--- src/logic/mioc_pkg.sv ---
`default_nettype none

package mioc_pkg;

   localparam int SYNC_STAGES = 2;            // flops per async pin synchroniser
   localparam int IO_ADDR_W   = 8;            // z80 i/o space is 8 bit addressed
   localparam int IO_DATA_W   = 8;

   localparam logic [IO_ADDR_W-1:0] MEM_CFG_PORT = 8'h7F;  // memory map select
   localparam logic [IO_ADDR_W-1:0] CTL_PORT     = 8'h3F;  // net reset / spinner enable

   // lower 32 KB occupant
   typedef enum logic [1:0] {
      LO_SMARTWRITER = 2'd0,                  // boot rom
      LO_RAM         = 2'd1,                  // ram bank low
      LO_EXP_RAM     = 2'd2,                  // handed to aux decode
      LO_OS7         = 2'd3                   // 8 KB os7 via 245, rest ram low
   } mem_lo_e;

   // upper 32 KB occupant
   typedef enum logic [1:0] {
      HI_RAM         = 2'd0,                  // ram bank high
      HI_EXP_RAM     = 2'd1,                  // handed to aux decode
      HI_EXP_ROM     = 2'd2,                  // expansion rom slot
      HI_CART        = 2'd3                   // cartridge through onboard 245
   } mem_hi_e;

   typedef struct packed {
      mem_hi_e hi;                            // data bits 3..2
      mem_lo_e lo;                            // data bits 1..0
   } mem_cfg_t;

   typedef struct packed {
      logic spin_en;                          // data bit 1
      logic net_run;                          // data bit 0, 0 holds network in reset
   } ctl_t;

   localparam mem_cfg_t MEM_CFG_COMPUTER = '{hi: HI_RAM,  lo: LO_SMARTWRITER};
   localparam mem_cfg_t MEM_CFG_GAME     = '{hi: HI_CART, lo: LO_OS7};
   localparam ctl_t     CTL_RESET        = '{spin_en: 1'b0, net_run: 1'b0};

endpackage

`default_nettype wire

--- src/logic/mioc_reset_ctrl.sv ---
`timescale 1ns/1ps
`default_nettype none

module mioc_reset_ctrl (
   input  wire  b_phi,                        // z80 clock
   input  wire  rst_n,                        // power-on reset
   input  logic game_rst_n,                   // game reset pin, async
   input  logic pb_rst_n,                     // push-button reset pin, async
   output logic game_rst,                     // synchronised game reset, active high
   output logic sys_rst,                      // either reset active
   output logic sys_rst_n                     // system reset pin
);

   // bit 0 carries game reset, bit 1 the push-button, both stored active low
   logic [mioc_pkg::SYNC_STAGES-1:0][1:0] rst_sync;
   logic                                  pb_rst;     // synchronised push-button

   always_ff @(posedge b_phi or negedge rst_n) begin
      if (!rst_n) begin
         rst_sync <= '1;                      // inactive level so nothing fires at power-on
      end else begin
         rst_sync[0] <= {pb_rst_n, game_rst_n};
         for (int i = 1; i < mioc_pkg::SYNC_STAGES; i++) begin
            rst_sync[i] <= rst_sync[i-1];     // shift toward the output stage
         end
      end
   end

   assign game_rst  = ~rst_sync[mioc_pkg::SYNC_STAGES-1][0];
   assign pb_rst    = ~rst_sync[mioc_pkg::SYNC_STAGES-1][1];

   // system reset follows either source, no stretching
   assign sys_rst   = game_rst | pb_rst;
   assign sys_rst_n = ~sys_rst;

endmodule

`default_nettype wire

--- src/logic/mioc_io_port_reg.sv ---
`timescale 1ns/1ps
`default_nettype none

module mioc_io_port_reg #(
   parameter type                             payload_t  = logic [3:0],
   parameter logic [mioc_pkg::IO_ADDR_W-1:0]  PORT_ADDR  = '0,
   parameter payload_t                        PRESET_VAL = payload_t'(0),
   parameter payload_t                        RESET_VAL  = PRESET_VAL   // power-on value
) (
   input  wire                               b_phi,
   input  wire                               rst_n,
   input  logic                              preset,   // sync force to PRESET_VAL
   input  logic                              io_wr,    // one-cycle write strobe
   input  logic [mioc_pkg::IO_ADDR_W-1:0]    io_addr,
   input  logic [mioc_pkg::IO_DATA_W-1:0]    io_data,
   output payload_t                          value
);

   localparam int PW = $bits(payload_t);      // payload takes the low data bits

   logic hit;                                 // strobe aimed at this port

   assign hit = io_wr && (io_addr == PORT_ADDR);

   always_ff @(posedge b_phi or negedge rst_n) begin
      if (!rst_n) begin
         value <= RESET_VAL;
      end else if (preset) begin
         value <= PRESET_VAL;                 // preset wins over a write in the same cycle
      end else if (hit) begin
         value <= payload_t'(io_data[PW-1:0]);
      end
   end

endmodule

`default_nettype wire

--- src/logic/mioc_mem_decode.sv ---
`timescale 1ns/1ps
`default_nettype none

module mioc_mem_decode (
   input  wire                b_phi,
   input  wire                rst_n,
   input  logic [2:0]         addr_hi,        // address bits 15..13
   input  logic               mreq_n,
   input  logic               rfsh_n,         // refresh cycles never select anything
   input  mioc_pkg::mem_cfg_t mem_cfg,
   output logic               boot_rom_cs_n,  // smartwriter rom
   output logic               aux_rom_cs_n,   // expansion rom slot
   output logic               ram_lo_cas_n,   // ram bank low
   output logic               ram_hi_cas_n,   // ram bank high
   output logic               en245_n,        // onboard 245, os7 and cartridge
   output logic               aux_decode_n    // expansion ram owns the cycle
);

   // active-high select vector, order matches the output list
   typedef struct packed {
      logic boot_rom;
      logic aux_rom;
      logic ram_lo;
      logic ram_hi;
      logic en245;
      logic aux_decode;
   } sel_t;

   sel_t sel_d;                               // next selects
   sel_t sel_q;                               // registered selects

   always_comb begin
      sel_d = '0;
      if (!mreq_n && rfsh_n) begin
         if (!addr_hi[2]) begin               // lower 32 KB
            case (mem_cfg.lo)
               mioc_pkg::LO_SMARTWRITER: sel_d.boot_rom   = 1'b1;
               mioc_pkg::LO_RAM:         sel_d.ram_lo     = 1'b1;
               mioc_pkg::LO_EXP_RAM:     sel_d.aux_decode = 1'b1;
               mioc_pkg::LO_OS7: begin
                  if (addr_hi[1:0] == 2'b00) begin
                     sel_d.en245 = 1'b1;      // os7 rom in first 8 KB
                  end else begin
                     sel_d.ram_lo = 1'b1;     // 24 KB of ram above it
                  end
               end
               default:                  sel_d = '0;
            endcase
         end else begin                       // upper 32 KB
            case (mem_cfg.hi)
               mioc_pkg::HI_RAM:         sel_d.ram_hi     = 1'b1;
               mioc_pkg::HI_EXP_RAM:     sel_d.aux_decode = 1'b1;
               mioc_pkg::HI_EXP_ROM:     sel_d.aux_rom    = 1'b1;
               mioc_pkg::HI_CART:        sel_d.en245      = 1'b1;
               default:                  sel_d = '0;
            endcase
         end
      end
   end

   always_ff @(posedge b_phi or negedge rst_n) begin
      if (!rst_n) begin
         sel_q <= '0;                         // nothing selected out of reset
      end else begin
         sel_q <= sel_d;
      end
   end

   assign boot_rom_cs_n = ~sel_q.boot_rom;
   assign aux_rom_cs_n  = ~sel_q.aux_rom;
   assign ram_lo_cas_n  = ~sel_q.ram_lo;
   assign ram_hi_cas_n  = ~sel_q.ram_hi;
   assign en245_n       = ~sel_q.en245;
   assign aux_decode_n  = ~sel_q.aux_decode;

endmodule

`default_nettype wire

--- src/logic/mioc_bus_arbiter.sv ---
`timescale 1ns/1ps
`default_nettype none

module mioc_bus_arbiter (
   input  wire  b_phi,
   input  wire  rst_n,
   input  logic dma_n,                        // dma request from the 6801, async
   input  logic busak_n,                      // z80 bus acknowledge
   output logic busrq_n,                      // z80 bus request
   output logic addrbufen_n                   // high floats the cpu address buffers
);

   logic [mioc_pkg::SYNC_STAGES-1:0] dma_sync;    // stored active low
   logic                             busrq_n_d;   // value busrq_n takes at the next edge
   logic                             grant_d;     // bus will be ours next cycle
   logic                             buf_off_q;

   always_ff @(posedge b_phi or negedge rst_n) begin
      if (!rst_n) begin
         dma_sync <= '1;                      // no request out of reset
      end else begin
         dma_sync <= {dma_sync[mioc_pkg::SYNC_STAGES-2:0], dma_n};
      end
   end

   assign busrq_n   = dma_sync[mioc_pkg::SYNC_STAGES-1];
   assign busrq_n_d = dma_sync[mioc_pkg::SYNC_STAGES-2];

   // use the upcoming request level so the buffers drop back on the
   // same edge that busrq_n is released
   assign grant_d = !busrq_n && !busrq_n_d && !busak_n;

   always_ff @(posedge b_phi or negedge rst_n) begin
      if (!rst_n) begin
         buf_off_q <= 1'b0;                   // buffers enabled
      end else begin
         buf_off_q <= grant_d;
      end
   end

   assign addrbufen_n = buf_off_q;

endmodule

`default_nettype wire

--- src/logic/mioc_top.sv ---
`timescale 1ns/1ps
`default_nettype none

module mioc_top (
   input  wire                            b_phi,          // z80 clock
   input  wire                            rst_n,          // power-on reset
   input  logic                           game_rst_n,     // game reset pin
   input  logic                           pb_rst_n,       // push-button reset
   input  logic                           io_wr,          // i/o write strobe
   input  logic [mioc_pkg::IO_ADDR_W-1:0] io_addr,
   input  logic [mioc_pkg::IO_DATA_W-1:0] io_data,
   input  logic [2:0]                     addr_hi,        // address 15..13
   input  logic                           mreq_n,
   input  logic                           rfsh_n,
   input  logic                           dma_n,
   input  logic                           busak_n,
   output logic                           sys_rst_n,
   output logic                           netrst_n,       // adamnet reset
   output logic                           spindis_n,      // spinner disable
   output logic                           boot_rom_cs_n,
   output logic                           aux_rom_cs_n,
   output logic                           ram_lo_cas_n,
   output logic                           ram_hi_cas_n,
   output logic                           en245_n,
   output logic                           aux_decode_n,
   output logic                           busrq_n,
   output logic                           addrbufen_n
);

   logic               game_rst;              // presets the map to game mode
   logic               sys_rst;               // clears the control port
   mioc_pkg::mem_cfg_t mem_cfg;
   mioc_pkg::ctl_t     ctl;

   mioc_reset_ctrl u_reset (
      .b_phi      (b_phi),
      .rst_n      (rst_n),
      .game_rst_n (game_rst_n),
      .pb_rst_n   (pb_rst_n),
      .game_rst   (game_rst),
      .sys_rst    (sys_rst),
      .sys_rst_n  (sys_rst_n)
   );

   // power-on gives computer mode, game reset forces the os7/cartridge map
   mioc_io_port_reg #(
      .payload_t  (mioc_pkg::mem_cfg_t),
      .PORT_ADDR  (mioc_pkg::MEM_CFG_PORT),
      .PRESET_VAL (mioc_pkg::MEM_CFG_GAME),
      .RESET_VAL  (mioc_pkg::MEM_CFG_COMPUTER)
   ) u_mem_cfg (
      .b_phi   (b_phi),
      .rst_n   (rst_n),
      .preset  (game_rst),
      .io_wr   (io_wr),
      .io_addr (io_addr),
      .io_data (io_data),
      .value   (mem_cfg)
   );

   mioc_io_port_reg #(
      .payload_t  (mioc_pkg::ctl_t),
      .PORT_ADDR  (mioc_pkg::CTL_PORT),
      .PRESET_VAL (mioc_pkg::CTL_RESET)
   ) u_ctl (
      .b_phi   (b_phi),
      .rst_n   (rst_n),
      .preset  (sys_rst),
      .io_wr   (io_wr),
      .io_addr (io_addr),
      .io_data (io_data),
      .value   (ctl)
   );

   assign netrst_n  = ctl.net_run;            // low keeps adamnet in reset
   assign spindis_n = ctl.spin_en;

   mioc_mem_decode u_decode (
      .b_phi         (b_phi),
      .rst_n         (rst_n),
      .addr_hi       (addr_hi),
      .mreq_n        (mreq_n),
      .rfsh_n        (rfsh_n),
      .mem_cfg       (mem_cfg),
      .boot_rom_cs_n (boot_rom_cs_n),
      .aux_rom_cs_n  (aux_rom_cs_n),
      .ram_lo_cas_n  (ram_lo_cas_n),
      .ram_hi_cas_n  (ram_hi_cas_n),
      .en245_n       (en245_n),
      .aux_decode_n  (aux_decode_n)
   );

   mioc_bus_arbiter u_arbiter (
      .b_phi       (b_phi),
      .rst_n       (rst_n),
      .dma_n       (dma_n),
      .busak_n     (busak_n),
      .busrq_n     (busrq_n),
      .addrbufen_n (addrbufen_n)
   );

endmodule

`default_nettype wire

--- config.mk ---
export PLATFORM = sky130hd
export DESIGN_NAME = mioc_top
export DESIGN_NICKNAME = d
export VERILOG_FILES = /design/src/logic/mioc_pkg.sv /design/src/logic/mioc_reset_ctrl.sv /design/src/logic/mioc_io_port_reg.sv /design/src/logic/mioc_mem_decode.sv /design/src/logic/mioc_bus_arbiter.sv /design/src/logic/mioc_top.sv
export SDC_FILE = /design/constraint.sdc
export NUM_CORES = 1
export LEC_CHECK = 0
export ABC_CLOCK_PERIOD_IN_PS = 1800
export BUFFER_PORTS_ARGS = -buffer_cell sky130_fd_sc_hd__buf_2
export CORE_MARGIN = 1.5
export CORE_UTILIZATION = 47
export DETAILED_ROUTE_END_ITERATION = 7
export GPL_ROUTABILITY_DRIVEN = 1
export PLACE_DENSITY = 0.82
export SLEW_MARGIN = 30
export SYNTH_ARGS = -nofsm -noshare
export SYNTH_HDL_FRONTEND = slang
export SYNTH_SLANG_ARGS = --single-unit
--- constraint.sdc ---
create_clock -name b_phi -period 1.8 [get_ports b_phi]
set_input_delay 0.18 -clock b_phi [delete_from_list [all_inputs] [get_ports b_phi]]
set_output_delay 0.18 -clock b_phi [all_outputs]
set_load 0.02 [all_outputs]
# Word-level counts from Yosys, hierarchy flattened
# Index checks and enable logic that the tools add are counted.
word_totals:
  register_bits: 19
  inputBits: 28
  output_inout_bits: 11
  elab_cells: 62
op_classes:
  n_eq_ne: 9
  mux: 16
  n_bitwise: 10
  n_reduce_logical: 13
op_table:
  columns: ["op", "n"]
  rows:
  - ["$mux W6", 2]
  - ["$mux W1", 9]
  - ["$not A1 Y1", 9]
  - ["$eq A2 B2 Y1 const B", 4]
  - ["$eq A8 B6 Y1 const B", 1]
  - ["$eq A8 B7 Y1 const B", 1]
  - ["$mux W4", 2]
  - ["$logic_not A2 Y1", 3]
  - ["$logic_and A1 B1 Y1", 5]
  - ["$eq A2 B1 Y1 const B", 2]
  - ["$logic_not A1 Y1", 4]
  - ["$mux W2", 2]
  - ["$ne A2 B1 Y1 const B", 1]
  - ["$pmux W1 S2", 1]
  - ["$reduce_bool A2 Y1", 1]
  - ["$or A1 B1 Y1", 1]

# Logic depth before layout (Yosys ltp)
# Gate-level depths: netlist of run 1.
depth:
  depth_word: 5
  ltp_mapped: 3
  depth_no_buf: 3

# Hierarchy
# A second synthesis of run 1 with hierarchy kept.
hier_totals:
  cells_unflattened: 67
  area_unflattened_um2: 853.3
modules_own_cells:
  columns: ["mod", "instances", "cells_per_inst", "area_per_inst_um2"]
  rows:
  - ["mioc_mem_decode", 1, 24, 269.0]
  - ["mioc_io_port_reg (u_mem_cfg)", 1, 21, 230.2]
  - ["mioc_io_port_reg (u_ctl)", 1, 11, 147.6]
  - ["mioc_reset_ctrl", 1, 7, 118.9]
  - ["mioc_bus_arbiter", 1, 4, 87.6]

# Worst setup path after synthesis of run 1
# Ideal clock, no wire load.
synth_path:
  path_kind: "reg2reg"
  start: "register u_reset.rst_sync[2] (netlist name)"
  end: "register u_ctl.value[0] (netlist name)"
  setup_ns: 0.110
  arrival_time_ns: 0.997
  required_time_ns: 1.690
  setup_slack_ns: 0.693
  stages_incl_launch_ff: 4
  period_less_slack_ns: 1.107
  path_cell_list: "dfstp_2 -> and2_4 -> nand2_1 -> o41ai_1"
synth_between:
  elab_chain_cells: 3
  word_cells_on_any_way: 4
  cone_classes: "mux: 1; bitwise: 2; reduce/logical: 1"
synth_rtl:
  columns: ["item", "line_no", "source"]
  rows:
  - ["start: declaration", "mioc_reset_ctrl.sv:15", "logic [mioc_pkg::SYNC_STAGES-1:0][1:0] rst_sync;"]
  - ["start signal: indexed assignment", "mioc_reset_ctrl.sv:24", "rst_sync[i] <= rst_sync[i-1];"]
  - ["$not A1 Y1 *", "mioc_reset_ctrl.sv:29", "assign game_rst = ~rst_sync[mioc_pkg::SYNC_STAGES-1][0];"]
  - ["$or A1 B1 Y1 *", "mioc_reset_ctrl.sv:33", "assign sys_rst = game_rst | pb_rst;"]
  - ["$mux W2 or $reduce_bool A2 Y1 (tied branches)", null, null]
  - ["end signal: assignment", "mioc_io_port_reg.sv:31", "value <= payload_t'(io_data[PW-1:0]);"]
  - ["end: declaration", "mioc_io_port_reg.sv:16", "output payload_t value"]
# Mark *: on every way between the ends. The rest lies on a longest branch, timed or not.
# A chain may end at the register's enable or synchronous reset.

# Final worst setup path of run 1
layout_path:
  start: "register u_reset.rst_sync[2] (netlist name)"
  end: "output port sys_rst_n"
layout_between:
  elab_chain_cells: 3
layout_rtl:
  columns: ["item", "line_no", "source"]
  rows:
  - ["$not A1 Y1", "mioc_reset_ctrl.sv:29", null]
  - ["$or A1 B1 Y1", "mioc_reset_ctrl.sv:33", null]
  - ["$not A1 Y1", "mioc_reset_ctrl.sv:34", "assign sys_rst_n = ~sys_rst;"]
  - ["end: declaration", "mioc_top.sv:17", "output logic sys_rst_n,"]
# No other way between the ends.

==> flow_metrics.env, run 1 <==
export IMPL_pre_cts_ws_ns=0.615
export IMPL_fmax_mhz=705
export IMPL_start_util_pct=51.5
export IMPL_timing_rr_end="u_ctl.value[0]$_DFFE_PN0P_"
export IMPL_tightest_slew_ns=0.460
export IMPL_r2r_start="u_reset.rst_sync[2]$_DFF_PN1_"
export IMPL_synthFlopType="dfrtp_1"
export IMPL_ant_nets=0
export IMPL_setup_viol_count_final=0
export IMPL_seqPwrFrac_pct=60.4
export IMPL_place_inst=113
export IMPL_wl_per_cell_um=12.4
export IMPL_ys_async_sr_fraction_pct=100
export IMPL_initialDrtViolationCount=13
export IMPL_setup_ws_ns=0.382
export IMPL_grt_pass1_vias=599
export IMPL_gp_congestion=0.734
export IMPL_leakagePower_nw=0.495
export IMPL_syn_area_per_cell_sq_um=12.6
export IMPL_synth_edf_count=0
export IMPL_p_switching_mw=0.176
export IMPL_cts_hold_buffers_added=4
export IMPL_wl_um=1510
export IMPL_final_cells=122
export IMPL_portBuffers=34
export IMPL_drt_pass1_iterations=4
export IMPL_post_cts_buffers=0
export IMPL_clkTransAtPathRegs_ns=0.10
export IMPL_grt_remaining_overflow=0
export IMPL_synth_cell_type_count=23
export IMPL_cts_resized_gates=0
export IMPL_ys_warn_count=0
export IMPL_status="completed"
export IMPL_final_cell_mix="buf_2, dfrtp_1, inv_1, nor2b_1, dfstp_2"
export IMPL_ys_ff_latch=19
export IMPL_synth_fp_nets=91
export IMPL_drcViolationCount=0
export IMPL_syn_inst=63
export IMPL_filler_cell_count=125
export IMPL_critical_path_startpoint_type="register"
export IMPL_rows=14
export IMPL_holdCritStartpoint="io_addr[6]"
export IMPL_p_int_mw=0.564
export IMPL_period_minus_slack_ns=1.42
export IMPL_switching_share_pct=23.7
export IMPL_period_share_pct=78.8
export IMPL_grt_max_degree=20
export IMPL_worstHoldEndpoint="u_ctl.value[0]$_DFFE_PN0P_"
export IMPL_drive_gt1_share_pct=45.3
export IMPL_powerDensity_nw_per_um2=697
export IMPL_grt_pass1_wl_um=2410
export IMPL_crit_fanout=9
export IMPL_clkPwrFrac_pct=28.8
export IMPL_hp_class="input port to register"
export IMPL_cts_inserted_buffers=3
export IMPL_io_pins=39
export IMPL_antenna_found_initial=0
export IMPL_mostFrequentLayoutCell="buf_2"
export IMPL_cts_max_level=1
export IMPL_comb_power_share_pct=10.8
export IMPL_die_y_um=44.1
export IMPL_clock_sinks=19
export IMPL_reg2reg_depth=3
export IMPL_skew_ns=0.00238
export IMPL_layout_nets=135
export IMPL_slew_violations=0
export IMPL_n_antenna_cell=0
export IMPL_core_area_sq_um=1540
export IMPL_detailed_place_hpwl_um=1110
export IMPL_synth_area_sq_um=795
export IMPL_area_delta_synth_final_pct=33.7
export IMPL_fin_setup_tns_ns=0
export IMPL_dr_total_vias=632
export IMPL_required_ns=1.62
export IMPL_critPathArrivalTime_ns=1.24
export IMPL_grt_use_total_pct=17.9
export IMPL_clk_latency_ns=0.30
export IMPL_yosysSeqAreaShare_pct=60.8
export IMPL_max_slew_margin_pct=68.9
export IMPL_die_area_sq_um=1950
export IMPL_root_buffer="clkbuf_4"
export IMPL_path_class="register to output port"
export IMPL_cts_tree="yes"
export IMPL_via_per_inst=5.18
export IMPL_die_x_um=44.1
export IMPL_worstSetupStartpoint="u_reset.rst_sync[2]$_DFF_PN1_"
export IMPL_vdd_drop_max_mv=0.529
export IMPL_cts_path_max_buffers=2
export IMPL_rrSetupSlack_ns=0.60
export IMPL_hold_viol=0
export IMPL_end_kind="output port"
export IMPL_final_util_pct=68.9
export IMPL_timing_hold_ws_ns=0.120
export IMPL_min_path_cells=2
export IMPL_drv_cap=0
export IMPL_rsz0062_at_grt="false"
[worst max path at each step]
stage | end | slack [ns] | cells past startpoint
CTS | sys_rst_n | 0.37 | 2
detailed placement | u_ctl.value[1]$_DFFE_PN0P_ | 0.62 | 4
global placement | u_ctl.value[1]$_DFFE_PN0P_ | 0.65 | 3
global route | sys_rst_n | 0.33 | 2
finish | sys_rst_n | 0.38 | 2
floorplan | u_ctl.value[0]$_DFFE_PN0P_ | 0.69 | 3
[flip-flops by register name (all words and copies together), names as in the netlist]
register               flops
u_decode.sel_q             6
u_mem_cfg.value            4
u_reset.rst_sync           4
u_arbiter.dma_sync         2
u_ctl.value                2
u_arbiter.addrbufen_n      1
[synth_stat cells (all sizes together), types with 2 or more instances]
cell    number  area (sq um)
o311ai       2          17.5
inv          9          33.8
nand4b       2          32.5
nor2b        8          50.1
nor3         2          21.3
o41ai        2          17.5
mux2i        4          40.0
dfrtp       13           325
nor2         2          7.51
dfstp        6           158
nor4b        2          17.5
nand2        2          7.51
[power groups by stage]
| stage | logic [mW] | registers (mW) | clock network [mW] |
|---|---|---|---|
| final | 0.0797 | 0.447 | 0.213 |
| after CTS | 0.0786 | 0.447 | 0.223 |
| after global placement | 0.0689 | 0.454 | 0 |
| after detailed placement | 0.0721 | 0.454 | 0 |
| after floorplan | 0.0237 | 0.456 | 0 |
| after global routing | 0.0874 | 0.448 | 0.244 |
[through the flow]
step | cell area (sq um) | total power [mW]
2_1_floorplan | 795 | 0.480
3_3_place_gp | 985 | 0.523
3_5_place_dp | 985 | 0.527
4_1_cts | 1050 | 0.748
5_1_grt | 1060 | 0.780
6_report | 1060 | 0.740
[logic make-up after synthesis]
kind of cell | after synthesis | share of synthesized area, %
muxes | 4 | 5.04
DFF | 19 | 60.8
buffers and inverters | 9 | 4.25
and+or+nand+nor | 24 | 23.0
AOI/OAI and AO/OA | 7 | 6.93
[worst max-delay path, cell delays in order, from the launching register on]
cell and delay, ns:
dfstp_2 0.60, and2_4 0.18, buf_2 0.16
[layout make-up]
cell class / count / area [sq um] / share of cell area, %
Sequential cell: 19 / 483 / 45.5
Multi-Input combinational cell: 35 / 278 / 26.1
Timing Repair Buffer: 39 / 220 / 20.7
Inverter: 9 / 33.8 / 3.18
Clock buffer: 3 / 22.5 / 2.12
Tap cell: 16 / 20.0 / 1.88
Clock inverter: 1 / 5.00 / 0.471
[metal layers]
metal  part of all wire (%)  GRT usage [%]  vias to the layer above
li1                       -              -                      306
met1                     37           17.6                      299
met3                    5.8           6.53                        5
met4                    2.0           11.5                        0
met5                      0              0                        -
met2                     55           31.5                       22
Note: power is estimated with default switching activity, not from simulation.
==> inputs of run 2 (changes only) <==
--- a/config.mk
+++ b/config.mk
@@ -5,13 +5,13 @@
 export SDC_FILE = /design/constraint.sdc
 export NUM_CORES = 1
 export LEC_CHECK = 0
-export ABC_CLOCK_PERIOD_IN_PS = 1800
+export ABC_CLOCK_PERIOD_IN_PS = 1300
 export BUFFER_PORTS_ARGS = -buffer_cell sky130_fd_sc_hd__buf_2
 export CORE_MARGIN = 1.5
-export CORE_UTILIZATION = 47
+export CORE_UTILIZATION = 39
 export DETAILED_ROUTE_END_ITERATION = 7
 export GPL_ROUTABILITY_DRIVEN = 1
-export PLACE_DENSITY = 0.82
+export PLACE_DENSITY = 0.72
 export SLEW_MARGIN = 30
 export SYNTH_ARGS = -nofsm -noshare
 export SYNTH_HDL_FRONTEND = slang
==> constraint.sdc (replaced) <==
create_clock -name b_phi -period 1.3 [get_ports b_phi]
set_input_delay 0.13 -clock b_phi [delete_from_list [all_inputs] [get_ports b_phi]]
set_output_delay 0.13 -clock b_phi [all_outputs]
set_load 0.02 [all_outputs]
==> flow_metrics.env, run 2 (synthesis gave the netlist of run 1 again) <==
export IMPL_seqPwrFrac_pct=60.6
export IMPL_die_y_um=48.1
export IMPL_holdCritStartpoint="io_addr[6]"
export IMPL_drt_pass1_iterations=4
export IMPL_cts_path_max_buffers=2
export IMPL_dr_total_vias=625
export IMPL_antenna_found_initial=0
export IMPL_max_slew_margin_pct=73.4
export IMPL_regMostFlops="u_decode.sel_q"
export IMPL_rsz0062_at_grt="false"
export IMPL_largestRegisters="u_decode.sel_q: 6 flops, u_mem_cfg.value: 4 flops, u_reset.rst_sync: 4 flops"
export IMPL_area_delta_synth_final_pct=37.0
export IMPL_cts_max_level=1
export IMPL_clkPwrFrac_pct=28.0
export IMPL_critPathArrivalTime_ns=1.10
export IMPL_switching_share_pct=22.4
export IMPL_hold_viol=0
export IMPL_comb_power_share_pct=11.4
export IMPL_ant_nets=0
export IMPL_clk_latency_ns=0.29
export IMPL_root_buffer="clkbuf_4"
export IMPL_start_util_pct=40.9
export IMPL_initialDrtViolationCount=10
export IMPL_die_area_sq_um=2320
export IMPL_die_x_um=48.1
export IMPL_cts_inserted_buffers=3
export IMPL_grt_max_degree=20
export IMPL_setup_viol_count_final=0
export IMPL_period_minus_slack_ns=1.23
export IMPL_drv_cap=0
export IMPL_largest_register_ffs=6
export IMPL_wl_um=1430
export IMPL_rows=16
export IMPL_drive_gt1_share_pct=44.9
export IMPL_filler_cell_count=183
export IMPL_final_util_pct=56.1
export IMPL_p_int_mw=0.789
export IMPL_wl_per_cell_um=10.7
export IMPL_crit_fanout=5
export IMPL_io_pins=39
export IMPL_p_switching_mw=0.228
export IMPL_layout_nets=136
export IMPL_grt_remaining_overflow=0
export IMPL_via_per_inst=4.66
export IMPL_slew_violations=0
export IMPL_end_kind="output port"
export IMPL_worstHoldEndpoint="u_ctl.value[1]$_DFFE_PN0P_"
export IMPL_reg2reg_depth=3
export IMPL_r2r_start="u_reset.rst_sync[2]$_DFF_PN1_"
export IMPL_period_share_pct=94.6
export IMPL_timing_rr_end="u_ctl.value[0]$_DFFE_PN0P_"
export IMPL_vdd_drop_max_mv=0.784
export IMPL_grt_use_total_pct=13.8
export IMPL_hp_class="input port to register"
export IMPL_powerDensity_nw_per_um2=934
export IMPL_cts_tree="yes"
export IMPL_grt_pass1_wl_um=2100
export IMPL_ff_latch_area_sq_um=483
export IMPL_clkTransAtPathRegs_ns=0.10
export IMPL_final_cell_mix="buf_2, dfrtp_1, inv_1, nor2b_1, dfstp_2"
export IMPL_status="completed"
export IMPL_core_area_sq_um=1940
export IMPL_multi_input_area_sq_um=278
export IMPL_skew_ns=0.00594
export IMPL_min_path_cells=2
export IMPL_rrSetupSlack_ns=0.19
export IMPL_clock_sinks=19
export IMPL_fin_setup_tns_ns=0
export IMPL_n_antenna_cell=0
export IMPL_gp_congestion=0.713
export IMPL_mostFrequentLayoutCell="buf_2"
export IMPL_fmax_mhz=813
export IMPL_drcViolationCount=0
export IMPL_path_class="register to output port"
export IMPL_required_ns=1.17
export IMPL_portBuffers=34
export IMPL_critical_path_startpoint_type="register"
export IMPL_leakagePower_nw=0.499
export IMPL_detailed_place_hpwl_um=1050
export IMPL_tightest_slew_ns=0.398
export IMPL_grt_pass1_vias=544
-- run 2: cell count changes in the layout (fill, tap and decap cells not counted), sizes merged --
cell    delta
clkbuf     +1
clkinv     -1
buf        +1
-- run 2: stage by stage --
step | instance area [sq um] | total power, mW | hold WS, ns | worst slack [ns] | std cells
2_1_floorplan | 795 | 0.664 | -0.166 | 0.193 | 63
3_3_place_gp | 998 | 0.725 | 0.0796 | 0.157 | 124
3_5_place_dp | 998 | 0.729 | 0.0809 | 0.127 | 124
4_1_cts | 1080 | 1.04 | 0.0545 | 0.00939 | 134
5_1_grt | 1090 | 1.08 | 0.0598 | 0.0113 | 134
6_report | 1090 | 1.02 | 0.0641 | 0.0703 | 134
-- run 2: power groups by stage --
stage	clock network (mW)	registers [mW]	logic, mW
global placement	0	0.629	0.0965
finish	0.285	0.616	0.116
global route	0.331	0.618	0.129
floorplan	0	0.631	0.0328
CTS	0.304	0.617	0.116
detailed placement	0	0.629	0.0992
-- run 2: how the worst max path moves through the flow --
stage | from | to | cells past startpoint
floorplan | u_reset.rst_sync[2]$_DFF_PN1_ | u_ctl.value[0]$_DFFE_PN0P_ | 3
finish | u_reset.rst_sync[2]$_DFF_PN1_ | sys_rst_n | 2
CTS | u_reset.rst_sync[2]$_DFF_PN1_ | sys_rst_n | 2
global placement | u_reset.rst_sync[2]$_DFF_PN1_ | u_ctl.value[0]$_DFFE_PN0P_ | 3
global route | u_reset.rst_sync[2]$_DFF_PN1_ | sys_rst_n | 2
detailed placement | u_reset.rst_sync[2]$_DFF_PN1_ | u_ctl.value[0]$_DFFE_PN0P_ | 3
-- run 2: cell type report --
type / count / area share (%)
inverter: 9 / 3.10
multi-input combinational: 35 / 25.5
tap: 27 / 3.10
clock buffer: 4 / 2.41
timing repair buffer: 40 / 21.5
sequential: 19 / 44.4
-- run 2: routing by layer --
layer	vias to the layer above	GRT usage (%)	share of wire, %
met3	2	4.44	5.2
met5	-	0	0
li1	307	-	-
met2	22	24.5	55
met4	0	6.49	0.49
met1	294	14.8	40
-- run 2: worst max-delay path, stage by stage (launching register included) --
cell	delay, ns
dfstp_2	0.54
and2_4	0.16
buf_6	0.12
-- run 2: what timing repair did --
action	in CTS	in global routing
endpoints found under the hold margin	17	0
gates resized for setup	0	2
setup endpoints to repair	1	1
hold buffers	5	0
pin swaps	0	0
buffers inserted	1	0
